## config.mk

```make
export PLATFORM = sky130hd
export DESIGN_NAME = qla_ctrl_top
export DESIGN_NICKNAME = d
export VERILOG_FILES = /design/src/design/qla_pkg.sv /design/src/design/qla_ctrl_top.sv /design/src/design/read_mux.sv /design/src/design/safety_monitor.sv /design/src/design/axis_cmd_regs.sv /design/src/design/reg_decode.sv
export SDC_FILE = /design/constraint.sdc
export NUM_CORES = 1
export LEC_CHECK = 0
export ABC_CLOCK_PERIOD_IN_PS = 6400
export BUFFER_PORTS_ARGS = -buffer_cell sky130_fd_sc_hd__clkbuf_2
export CELL_PAD_IN_SITES_DETAIL_PLACEMENT = 2
export CELL_PAD_IN_SITES_GLOBAL_PLACEMENT = 2
export CORE_MARGIN = 1
export CORE_UTILIZATION = 37
export DETAILED_ROUTE_END_ITERATION = 12
export PLACE_DENSITY_LB_ADDON = 0.1
export SYNTH_ARGS = -nofsm -noshare
export SYNTH_HDL_FRONTEND = slang
export SYNTH_SLANG_ARGS = --single-unit
```

## constraint.sdc

```tcl
create_clock -name sysclk -period 6.4 [get_ports sysclk]
set_input_delay 1.28 -clock sysclk [delete_from_list [all_inputs] [get_ports sysclk]]
set_output_delay 1.28 -clock sysclk [all_outputs]
set_load 0.02 [all_outputs]
```

## src/design/qla_pkg.sv

```systemverilog
// --------------------
// register map and widths for the four-axis controller core
// only the main block (0) is decoded, other blocks read as zero
// --------------------
package qla_pkg;

    // --------------------
    // widths
    localparam int NUM_AXES = 4;
    localparam int SAMPLE_W = 16;            // adc and dac word

    typedef logic [31:0]                  data_t;       // bus data word
    typedef logic [15:0]                  addr_t;       // blk | chan | off
    typedef logic [SAMPLE_W-1:0]          sample_t;     // offset binary
    typedef logic [NUM_AXES-1:0]          axis_mask_t;  // bit 0 = axis 1
    typedef logic [NUM_AXES*SAMPLE_W-1:0] samples_t;    // axis 1 in low bits

    // --------------------
    // address map
    localparam logic [3:0] ADDR_MAIN      = 4'd0;  // main block number
    localparam logic [3:0] CHAN_BOARD     = 4'd0;  // board channel
    localparam logic [3:0] OFF_BOARD_CTRL = 4'd0;  // board ctrl/status in chan 0
    localparam logic [3:0] OFF_ADC_DATA   = 4'd0;  // latched feedback, read only
    localparam logic [3:0] OFF_DAC_CTRL   = 4'd1;  // current command

    localparam sample_t SAMPLE_MID = 16'h8000;     // zero current

    // --------------------
    // board word fields, shared by write and status read
    localparam int AMP_EN_LSB   = 0;    // amp enables
    localparam int AMP_DIS_LSB  = 8;    // safety disables, ro
    localparam int PWR_EN_BIT   = 19;
    localparam int WEN_PWR_BIT  = 20;   // qualifies pwr enable write
    localparam int WEN_AMP_BIT  = 21;   // qualifies amp enable write
    localparam int BOARD_ID_LSB = 24;   // board id, ro

    // address field helpers
    function automatic logic [3:0] addr_blk(addr_t a);
        return a[15:12];
    endfunction

    function automatic logic [3:0] addr_chan(addr_t a);
        return a[7:4];
    endfunction

    function automatic logic [3:0] addr_off(addr_t a);
        return a[3:0];
    endfunction

    // pick one axis out of a flattened sample vector, idx 0 = axis 1
    function automatic sample_t get_sample(samples_t v, int idx);
        return v[idx*SAMPLE_W +: SAMPLE_W];
    endfunction

endpackage
```

## src/design/qla_ctrl_top.sv

```systemverilog
// --------------------
// register-mapped core, no back-pressure on the host bus
// reg_rdata lags reg_raddr by one clock, writes land one edge after the strobe edge
// --------------------
`timescale 1ns/1ps

module qla_ctrl_top import qla_pkg::*; #(
    parameter sample_t SAFETY_MARGIN = 16'h0200,  // added to 2x command
    parameter int      SAFETY_LIMIT  = 4          // consecutive samples to trip
) (
    input  logic       sysclk,
    input  logic       rst_n,

    // host register bus
    input  logic       reg_wen,      // one-cycle write strobe
    input  addr_t      reg_waddr,
    input  data_t      reg_wdata,
    input  addr_t      reg_raddr,    // sampled every clock
    output data_t      reg_rdata,

    // adc side
    input  samples_t   cur_fb,
    input  logic       cur_ready,    // fresh samples strobe

    input  logic [3:0] board_id,

    output samples_t   cur_cmd,
    output axis_mask_t amp_enable,
    output axis_mask_t amp_disable,
    output logic       pwr_enable
);

    // --------------------
    // internal wires
    axis_mask_t dac_wen;         // one-hot per axis
    logic       board_wen;
    samples_t   cur_fb_latched;
    axis_mask_t clear_disable;   // board write re-enabling an axis

    // decode
    reg_decode u_decode (
        .sysclk    (sysclk),
        .rst_n     (rst_n),
        .reg_wen   (reg_wen),
        .reg_waddr (reg_waddr),
        .dac_wen   (dac_wen),
        .board_wen (board_wen)
    );

    // execute
    axis_cmd_regs u_cmd_regs (
        .sysclk         (sysclk),
        .rst_n          (rst_n),
        .dac_wen        (dac_wen),
        .board_wen      (board_wen),
        .reg_wdata      (reg_wdata),
        .cur_fb         (cur_fb),
        .cur_ready      (cur_ready),
        .amp_disable    (amp_disable),
        .cur_cmd        (cur_cmd),
        .cur_fb_latched (cur_fb_latched),
        .amp_enable     (amp_enable),
        .pwr_enable     (pwr_enable),
        .clear_disable  (clear_disable)
    );

    safety_monitor #(
        .SAFETY_MARGIN (SAFETY_MARGIN),
        .SAFETY_LIMIT  (SAFETY_LIMIT)
    ) u_safety (
        .sysclk        (sysclk),
        .rst_n         (rst_n),
        .cur_fb        (cur_fb),         // live samples, same strobe as the latch
        .cur_cmd       (cur_cmd),
        .cur_ready     (cur_ready),
        .clear_disable (clear_disable),
        .amp_disable   (amp_disable)
    );

    // result
    read_mux u_read_mux (
        .sysclk         (sysclk),
        .rst_n          (rst_n),
        .reg_raddr      (reg_raddr),
        .cur_fb_latched (cur_fb_latched),
        .cur_cmd        (cur_cmd),
        .amp_enable     (amp_enable),
        .amp_disable    (amp_disable),
        .pwr_enable     (pwr_enable),
        .board_id       (board_id),
        .reg_rdata      (reg_rdata)
    );

endmodule

```

## src/design/read_mux.sv

```systemverilog
// --------------------
// registered read data, one clock after reg_raddr
// unmapped addresses and non-main blocks read zero
// --------------------
`timescale 1ns/1ps

module read_mux import qla_pkg::*; (
    input  logic       sysclk,
    input  logic       rst_n,
    input  addr_t      reg_raddr,
    input  samples_t   cur_fb_latched,
    input  samples_t   cur_cmd,
    input  axis_mask_t amp_enable,
    input  axis_mask_t amp_disable,
    input  logic       pwr_enable,
    input  logic [3:0] board_id,
    output data_t      reg_rdata
);

    logic [3:0] rchan;
    logic [3:0] roff;
    data_t      status_word;
    data_t      rd_next;

    assign rchan = addr_chan(reg_raddr);
    assign roff  = addr_off(reg_raddr);

    // board status, same layout as the control write
    always_comb begin
        status_word                              = '0;
        status_word[AMP_EN_LSB +: NUM_AXES]      = amp_enable;
        status_word[AMP_DIS_LSB +: NUM_AXES]     = amp_disable;
        status_word[PWR_EN_BIT]                  = pwr_enable;
        status_word[BOARD_ID_LSB +: 4]           = board_id;
    end

    // --------------------
    // select
    always_comb begin
        rd_next = '0;
        if (addr_blk(reg_raddr) == ADDR_MAIN) begin
            if (rchan == CHAN_BOARD) begin
                if (roff == OFF_BOARD_CTRL) begin
                    rd_next = status_word;
                end
            end else begin
                for (int i = 0; i < NUM_AXES; i++) begin
                    if (rchan == 4'(i + 1)) begin
                        // upper half stays zero, no pot feedback here
                        if (roff == OFF_ADC_DATA) begin
                            rd_next = {16'h0000, get_sample(cur_fb_latched, i)};
                        end else if (roff == OFF_DAC_CTRL) begin
                            rd_next = {16'h0000, get_sample(cur_cmd, i)};
                        end
                    end
                end
            end
        end
    end

    always_ff @(posedge sysclk) begin
        if (!rst_n) begin
            reg_rdata <= '0;
        end else begin
            reg_rdata <= rd_next;
        end
    end

endmodule

```

## src/design/safety_monitor.sv

```systemverilog
// --------------------
// per-axis trip when |fb| > 2*|cmd| + SAFETY_MARGIN for SAFETY_LIMIT strobes in a row
// disable is sticky until a clear, SAFETY_LIMIT must be at least 1
// --------------------
`timescale 1ns/1ps

module safety_monitor import qla_pkg::*; #(
    parameter sample_t SAFETY_MARGIN = 16'h0200,
    parameter int      SAFETY_LIMIT  = 4
) (
    input  logic       sysclk,
    input  logic       rst_n,
    input  samples_t   cur_fb,
    input  samples_t   cur_cmd,
    input  logic       cur_ready,
    input  axis_mask_t clear_disable,
    output axis_mask_t amp_disable
);

    localparam int               CNT_W   = $clog2(SAFETY_LIMIT + 1);
    localparam logic [CNT_W-1:0] CNT_MAX = CNT_W'(SAFETY_LIMIT);

    logic [CNT_W-1:0] trip_cnt [NUM_AXES];   // consecutive over-current samples
    sample_t          fb_mag   [NUM_AXES];
    sample_t          cmd_mag  [NUM_AXES];
    logic [17:0]      thresh   [NUM_AXES];   // 2*cmd + margin, no overflow
    axis_mask_t       over_cur;

    // distance from midscale
    function automatic sample_t magnitude(sample_t s);
        if (s >= SAMPLE_MID) begin
            return s - SAMPLE_MID;
        end
        return SAMPLE_MID - s;
    endfunction

    // --------------------
    // compare
    always_comb begin
        for (int i = 0; i < NUM_AXES; i++) begin
            fb_mag[i]   = magnitude(get_sample(cur_fb, i));
            cmd_mag[i]  = magnitude(get_sample(cur_cmd, i));
            thresh[i]   = {1'b0, cmd_mag[i], 1'b0} + {2'b00, SAFETY_MARGIN};
            over_cur[i] = {2'b00, fb_mag[i]} > thresh[i];
        end
    end

    // --------------------
    // trip counters
    always_ff @(posedge sysclk) begin
        if (!rst_n) begin
            for (int i = 0; i < NUM_AXES; i++) begin
                trip_cnt[i] <= '0;
            end
            amp_disable <= '0;
        end else begin
            for (int i = 0; i < NUM_AXES; i++) begin
                if (clear_disable[i]) begin
                    trip_cnt[i]    <= '0;        // clear wins over a trip
                    amp_disable[i] <= 1'b0;
                end else if (cur_ready) begin
                    if (over_cur[i]) begin
                        if (trip_cnt[i] != CNT_MAX) begin
                            trip_cnt[i] <= trip_cnt[i] + 1'b1;   // saturate
                        end
                        if (trip_cnt[i] >= CNT_MAX - 1'b1) begin
                            amp_disable[i] <= 1'b1;              // limit reached
                        end
                    end else begin
                        trip_cnt[i] <= '0;   // streak broken
                    end
                end
            end
        end
    end

    // a trip needs an adc strobe on the edge it happens
    a_trip_on_ready: assert property (
        @(posedge sysclk) disable iff (!rst_n)
        ((amp_disable & ~$past(amp_disable)) != '0) |-> $past(cur_ready)
    ) else $error("safety_monitor: amp_disable rose without cur_ready");

endmodule

```

## src/design/axis_cmd_regs.sv

```systemverilog
// --------------------
// command, feedback and board control state
// amp enable drops one cycle after its safety disable rises
// --------------------
`timescale 1ns/1ps

module axis_cmd_regs import qla_pkg::*; (
    input  logic       sysclk,
    input  logic       rst_n,
    input  axis_mask_t dac_wen,
    input  logic       board_wen,
    input  data_t      reg_wdata,
    input  samples_t   cur_fb,
    input  logic       cur_ready,
    input  axis_mask_t amp_disable,
    output samples_t   cur_cmd,
    output samples_t   cur_fb_latched,
    output axis_mask_t amp_enable,
    output logic       pwr_enable,
    output axis_mask_t clear_disable
);

    data_t      wdata_q;        // bus data, delayed to line up with decode
    logic       wr_pwr;         // qualified power enable write
    logic       wr_amp;         // qualified amp enable write
    axis_mask_t amp_wr_bits;
    axis_mask_t amp_next;

    always_ff @(posedge sysclk) begin
        wdata_q <= reg_wdata;
    end

    assign wr_pwr      = board_wen && wdata_q[WEN_PWR_BIT];
    assign wr_amp      = board_wen && wdata_q[WEN_AMP_BIT];
    assign amp_wr_bits = wdata_q[AMP_EN_LSB +: NUM_AXES];

    // re-enable by amp bit, or by power-on for every axis
    always_comb begin
        clear_disable = '0;
        if (wr_amp) begin
            clear_disable = amp_wr_bits;
        end
        if (wr_pwr && wdata_q[PWR_EN_BIT]) begin
            clear_disable = '1;
        end
    end

    // --------------------
    // amp and power enables
    always_comb begin
        amp_next = amp_enable;
        if (wr_amp) begin
            amp_next = amp_wr_bits;
        end
        amp_next = amp_next & ~(amp_disable & ~clear_disable);   // clear beats trip
    end

    always_ff @(posedge sysclk) begin
        if (!rst_n) begin
            amp_enable <= '0;
            pwr_enable <= 1'b0;
        end else begin
            amp_enable <= amp_next;
            if (wr_pwr) begin
                pwr_enable <= wdata_q[PWR_EN_BIT];
            end
        end
    end

    // --------------------
    // current commands, midscale = no current
    always_ff @(posedge sysclk) begin
        if (!rst_n) begin
            cur_cmd <= {NUM_AXES{SAMPLE_MID}};
        end else begin
            for (int i = 0; i < NUM_AXES; i++) begin
                if (dac_wen[i]) begin
                    cur_cmd[i*SAMPLE_W +: SAMPLE_W] <= wdata_q[SAMPLE_W-1:0];
                end
            end
        end
    end

    // feedback snapshot on every adc strobe
    always_ff @(posedge sysclk) begin
        if (cur_ready) begin
            cur_fb_latched <= cur_fb;
        end
    end

    // enable may overlap a disable for one cycle at most
    a_amp_drop: assert property (
        @(posedge sysclk) disable iff (!rst_n)
        (amp_enable & amp_disable & $past(amp_enable & amp_disable)) == '0
    ) else $error("axis_cmd_regs: amp_enable held while disabled %b", amp_enable);

endmodule

```

## src/design/reg_decode.sv

```systemverilog
// --------------------
// registered write decode, main block only
// enables are one cycle behind reg_wen
// --------------------
`timescale 1ns/1ps

module reg_decode import qla_pkg::*; (
    input  logic       sysclk,
    input  logic       rst_n,
    input  logic       reg_wen,
    input  addr_t      reg_waddr,
    output axis_mask_t dac_wen,     // one-hot, axis 1 in bit 0
    output logic       board_wen
);

    logic       main_hit;   // write aimed at block 0
    logic [3:0] wchan;
    logic [3:0] woff;

    assign main_hit = reg_wen && (addr_blk(reg_waddr) == ADDR_MAIN);
    assign wchan    = addr_chan(reg_waddr);
    assign woff     = addr_off(reg_waddr);

    // --------------------
    // enable registers
    always_ff @(posedge sysclk) begin
        if (!rst_n) begin
            dac_wen   <= '0;
            board_wen <= 1'b0;
        end else begin
            dac_wen   <= '0;        // strobes, default low
            board_wen <= 1'b0;
            if (main_hit) begin
                if (wchan == CHAN_BOARD) begin
                    // board control word lives at offset 0 only
                    board_wen <= (woff == OFF_BOARD_CTRL);
                end else begin
                    for (int i = 0; i < NUM_AXES; i++) begin
                        // chan i+1 maps to axis bit i
                        if (wchan == 4'(i + 1) && woff == OFF_DAC_CTRL) begin
                            dac_wen[i] <= 1'b1;
                        end
                    end
                end
            end
            // chans above NUM_AXES and other offsets fall through, ignored
        end
    end

    // --------------------
    // checks
    // at most one write target per cycle
    a_wen_exclusive: assert property (
        @(posedge sysclk) disable iff (!rst_n)
        $onehot0(dac_wen) && !(board_wen && (dac_wen != '0))
    ) else $error("reg_decode: overlapping write enables %b %b", dac_wen, board_wen);

endmodule

```

# Word level (Yosys, flattened, before mapping)
# Memories as Yosys holds them, arrays and structs flattened.
# Index checks and enable logic that the tools add are counted.
[word_totals] regBits=196 ram_bits=12 out_inout_bits=105 n_memories=1
[memory_table] memory="u_safety.trip_cnt" words=4 word_bits=3 read_ports=4 rd_clocked_by_memory_dff=0 write_ports=4 line="safety_monitor.sv:23" rtl="logic [CNT_W-1:0] trip_cnt [NUM_AXES];"
[classes] add_sub_neg=24 magnitude_cmp=16 eq_ne=14 n_mux=114 bitwise=18 reduce_logical=25
[ops] op="$mux W32" n=12
[ops] op="$mux W16" n=17
[ops] op="$ge A16 B16 Y1 const B" n=8
[ops] op="$sub A16 B16 Y16 const A" n=8
[ops] op="$sub A16 B16 Y16 const B" n=8
[ops] op="$add A17 B10 Y18 const B" n=4
[ops] op="$gt A16 B18 Y1" n=4
[ops] op="$mux W1" n=69
[ops] op="$mux W3" n=12
[ops] op="$mux W28" n=1
[ops] op="$logic_not A4 Y1" n=6
[ops] op="$eq A4 B1 Y1 const B" n=4
[ops] op="$eq A4 B2 Y1 const B" n=4
[ops] op="$reduce_and A3 Y1" n=5
[ops] op="$add A3 B1 Y3 const B" n=4
[ops] op="$ge A3 B2 Y1 const B" n=4
[ops] op="$mux W4" n=3
[ops] op="$ne A3 B3 Y1 const B" n=4
[ops] op="$or A1 B1 Y1" n=12
[ops] op="$and A4 B4 Y4" n=2
[ops] op="$eq A4 B3 Y1 const B" n=2
[ops] op="$logic_and A1 B1 Y1" n=8
[ops] op="$not A4 Y4" n=2
[ops] op="$reduce_or A2 Y1" n=4
[ops] op="other kinds (3)" n=4

# Depth between registers and ports, before layout
[logic_depth] depth_word=14 depth_mapped=19 depth_no_buf=18

# By module
# From an unflattened synthesis, not the netlist that was laid out.
[hier_totals] cells_unflattened=1349 hier_area_um2=12766.0
[modules_own_cells] module="safety_monitor" instances=1 cells_per_inst=788 area_per_inst_um2=5696.7 seq_area_each_um2=440.4
[modules_own_cells] module="axis_cmd_regs" instances=1 cells_per_inst=322 area_per_inst_um2=5003.5 seq_area_each_um2=3683.5
[modules_own_cells] module="read_mux" instances=1 cells_per_inst=220 area_per_inst_um2=1868.0 seq_area_each_um2=420.4
[modules_own_cells] module="reg_decode" instances=1 cells_per_inst=19 area_per_inst_um2=197.7 seq_area_each_um2=100.1

# Worst setup path after synthesis
# OpenSTA, ideal clock, no wires.
[synth_timing] path_type="input-to-reg" startpoint="in cur_fb[35]" endpoint="mem u_safety.trip_cnt[2][0] (netlist name), enable pin" setup_time_ps=336 arrival_time_ps=3936 required_time_ps=6064 setup_slack_ps=2128 path_stages=11 n_path_buf=0 cell_sequence="nor3_1 > nor4bb_1 > a21oi_1 > xor2_1 > ha_1 > nand4_1 > nor3_1 > a2111o_1 > a221o_1 > o311a_1 > a32oi_1"
[synth_lines] element="from (decl)" line="qla_ctrl_top.sv:22" rtl="input samples_t cur_fb,"
[synth_lines] element="to (decl)" line="safety_monitor.sv:23"

==> metrics.md <==
| Metric | Value |
|---|---|
| EDFF count, synth | 76 |
| Fin crit period | 5.163 ns |
| Crit path arrival time | 5.30 ns |
| Post-synthesis mux area share | 0.08473 |
| Worst slew margin | 0.2631 |
| Remaining Overflow, GRT | 0 |
| Vias in the first global route | 11359 |
| Final Cycle Share | 0.8067 |
| Final GP Congestion | 0.8363 |
| CP required | 6.54 ns |
| CTS tree | done |
| N_diodes | 0 |
| Max Clock Skew | 0.01511 ns |
| Leakage power | 5.397 nW |
| Routed length per instance | 23.72 µm |
| Setup TNS | 0 ns |
| Worst-margin pin slew | 1.095 ns |
| Nets@finish | 1682 |
| Synth-to-layout area growth | 16.01% |
| Detail Placement HPWL | 34900 µm |
| PD cells | 202.6 nW/µm² |
| Async SR Flop Fraction | 0 |
| Final Hold Viols | 0 |
| Share of layout cells above drive strength 1 | 0.1783 |
| Port Buffers | 208 |
| Inserted Clock Buffers | 17 |
| Clock buffer depth | 2 |
| Synth Flop Type | dfxtp_1 |
| Area share of fa/ha/maj cells after synthesis | 0.08616 |
| Root buf cell | clkbuf_16 |
| Worst path cell trace | nor4_4 -> and3_1 -> nor2_1 -> xnor2_1 -> ha_1 -> inv_1 -> a2111oi_0 -> a32oi_1 -> nor3_1 -> xnor2_1 -> ha_1 -> a21o_1 -> a211oi_1 -> nand3_1 -> o211ai_1 -> a311oi_1 -> o21ai_1 |
| Antenna viol nets, final | 0 |
| Kind of critical path | reg -> reg |
| Detailed-route DRC error count | 0 |
| Largest family of logic cells by synthesized area | simple AND/OR/NAND/NOR gates |
| Clk Latency, worst-skew pair | 0.47 ns |
| Commonest cells in the netlist | nor2_1, dfxtp_1, mux2i_1 |
| Tightest Hold Check Type | reg -> reg |
| Num ports | 241 |
| Outcome | completed |
| Mapped cell area | 12200 µm² |
| # fillers | 3615 |
| Synth Instances | 1298 |
| Die area | 33700 µm² |
| Design Power | 0.002867 W |
| H-tree depth | 4 |
| Core ar. | 32450 µm² |
| Die boundary width | 183.6 µm |
| Number of synthesized register bits | 194 |
| Core Util, Final | 0.4360 |
| Post-synthesis sequential area ratio | 0.3808 |
| Unrepaired setup endpoints after global routing | no |
| Largest area contributor in the netlist | dfxtp_1 |
| Max cap viols | 0 |
| Post-CTS sizing | 0 |
| Vias | 10643 |
| Place WS | 1.212 ns |
| Final setup fails | 0 |
| Global Route Usage Sum | 0.2738 |
| Fmax | 193.7 MHz |
| Synth Area in XOR/XNOR | 0.08903 |
| Worst setup margin | 1.237 ns |
| Initial DRC count | 515 |
| Chip height | 183.6 µm |
| Post-synth top area share | 0.1937 |
| Drt pass-1 iters | 5 |
| Synth Area per Inst | 9.397 µm² |
| Synth Area in Compound Gates | 0.1263 |
| Clk sinks | 194 |
| Largest net degree at the start of global routing | 47 |
| Max rail drop VDD | 0.1986 mV |
| First-pass GRT wire length | 68430 µm |
| FP Rows | 66 |
| Ranking of synthesized cells by area | dfxtp_1, edfxtp_1, ha_1 |
| Crit path largest cell delay | 0.52 ns |
| Initial antenna violation count | 1 |
| Crit-path slowest cell | nor4_4 |
| Final wirelength | 45470 µm |
| Via density | 5.552 |
| Simple-gate area share of the yosys netlist | 0.1856 |
| CP Max Fanout | 8 |
| Unique masters post-synth | 77 |
| Initial Util | 0.3759 |
| Post-CTS Setup Bufs | 0 |
| YS warnings | 0 |
| Critical Path Sink Type | flip-flop |
| Reg clk slew, reported paths | 0.09 ns |
| Crit start category | flip-flop |
| Final Slew Violations | 0 |
| Top-count cell post-synth | nor2_1 |
| Hold Buf Count CTS | 0 |
[kinds of logic (layout without fill, tap and decap cells)]
logic type | after synthesis | in the layout
simple gates | 429 | 429
xor+xnor | 124 | 124
flops | 194 | 194
fa+ha+maj | 84 | 84
mux | 103 | 103
buf+inv | 139 | 306
other cells | 1 | 11
compound gates | 224 | 224
[registers in the layout, indices dropped and copies added, names as in the netlist]
name	count
u_cmd_regs.cur_cmd	64
u_cmd_regs.cur_fb_latched	64
u_read_mux.reg_rdata	21
u_cmd_regs.wdata_q	19
u_safety.trip_cnt	12
u_cmd_regs.amp_enable	4
u_decode.dac_wen	4
u_safety.amp_disable	4
u_cmd_regs.pwr_enable	1
u_decode.board_wen	1
[report_power, final]
| group | internal [W] | leakage, nW | switching [W] |
|---|---|---|---|
| registers | 0.00134 | 1.72 | 0.0000435 |
| logic | 0.000138 | 3.38 | 0.000211 |
| clock network | 0.000538 | 0.297 | 0.000600 |
| total | 0.00201 | 5.40 | 0.000854 |
[worst paths after layout]
| check | to | slack, ns | startpoint | cells past startpoint |
|---|---|---|---|---|
| hold / removal | u_cmd_regs.amp_enable[2]$_SDFF_PN0_ | 0.51 | u_cmd_regs.amp_enable[2]$_SDFF_PN0_ | 2 |
| setup / recovery | u_safety.trip_cnt[1][0]$_SDFFCE_PP0P_ | 1.24 | u_cmd_regs.cur_cmd[18]$_SDFFE_PN0P_ | 17 |
| setup reg to reg | u_safety.trip_cnt[1][0]$_SDFFCE_PP0P_ | 1.24 | u_cmd_regs.cur_cmd[18]$_SDFFE_PN0P_ | 17 |
| hold reg to reg | u_cmd_regs.amp_enable[2]$_SDFF_PN0_ | 0.51 | u_cmd_regs.amp_enable[2]$_SDFF_PN0_ | 2 |
[layout make-up]
type / instances / area (µm²) / share of cell area
multi-input combinational: 975 / 7028 / 0.4966
tap: 442 / 553.0 / 0.03908
clock inverter: 15 / 186.4 / 0.01317
sequential: 194 / 4644 / 0.3282
clock buffer: 17 / 425.4 / 0.03006
inverter: 60 / 225.2 / 0.01592
timing repair buffer: 214 / 1089 / 0.07692
[cells in the final DEF (no fill, tap or decap), types with 24 or more instances in the layout]
master	Yosys	layout
inv_1	60	60
o21ai_0	24	24
clkbuf_2	0	207
nor2b_1	67	67
mux2i_1	101	101
edfxtp_1	76	76
xor2_1	64	64
a21oi_1	58	58
nor2_1	119	119
dfxtp_1	118	118
nand2_1	52	52
nand3_1	30	30
ha_1	84	84
xnor2_1	60	60
nor3_1	55	55
[routing by layer]
| layer | track usage | up-vias | part of all wire |
|---|---|---|---|
| li1 | - | 5012 | - |
| met1 | 0.3383 | 5336 | 0.44 |
| met2 | 0.4773 | 241 | 0.49 |
| met3 | 0.04992 | 52 | 0.042 |
| met4 | 0.09067 | 2 | 0.025 |
| met5 | 0 | - | 0.00029 |
[per-stage QoR]
| step | hold slack (ns) | area, µm² | instances |
|---|---|---|---|
| 5_1_grt | 0.5446 | 14150 | 1917 |
| 4_1_cts | 0.5116 | 14150 | 1917 |
| 3_3_place_gp | 0.4776 | 13540 | 1885 |
| 6_report | 0.5086 | 14150 | 1917 |
| 2_1_floorplan | 0.4888 | 12240 | 1308 |
| 3_5_place_dp | 0.4931 | 13540 | 1885 |
[worst max-delay path, delay by kind of cell, from the launching register on]
family	cells	cell delay, ns
and+or+nand+nor	5	1.42
AOI/OAI and AO/OA	7	1.88
xor gates and xnor gates	2	0.50
buffers and inverters	1	0.05
DFF	1	0.43
adders and majority gates	2	0.57
Note: power is estimated with default switching activity, not from simulation.
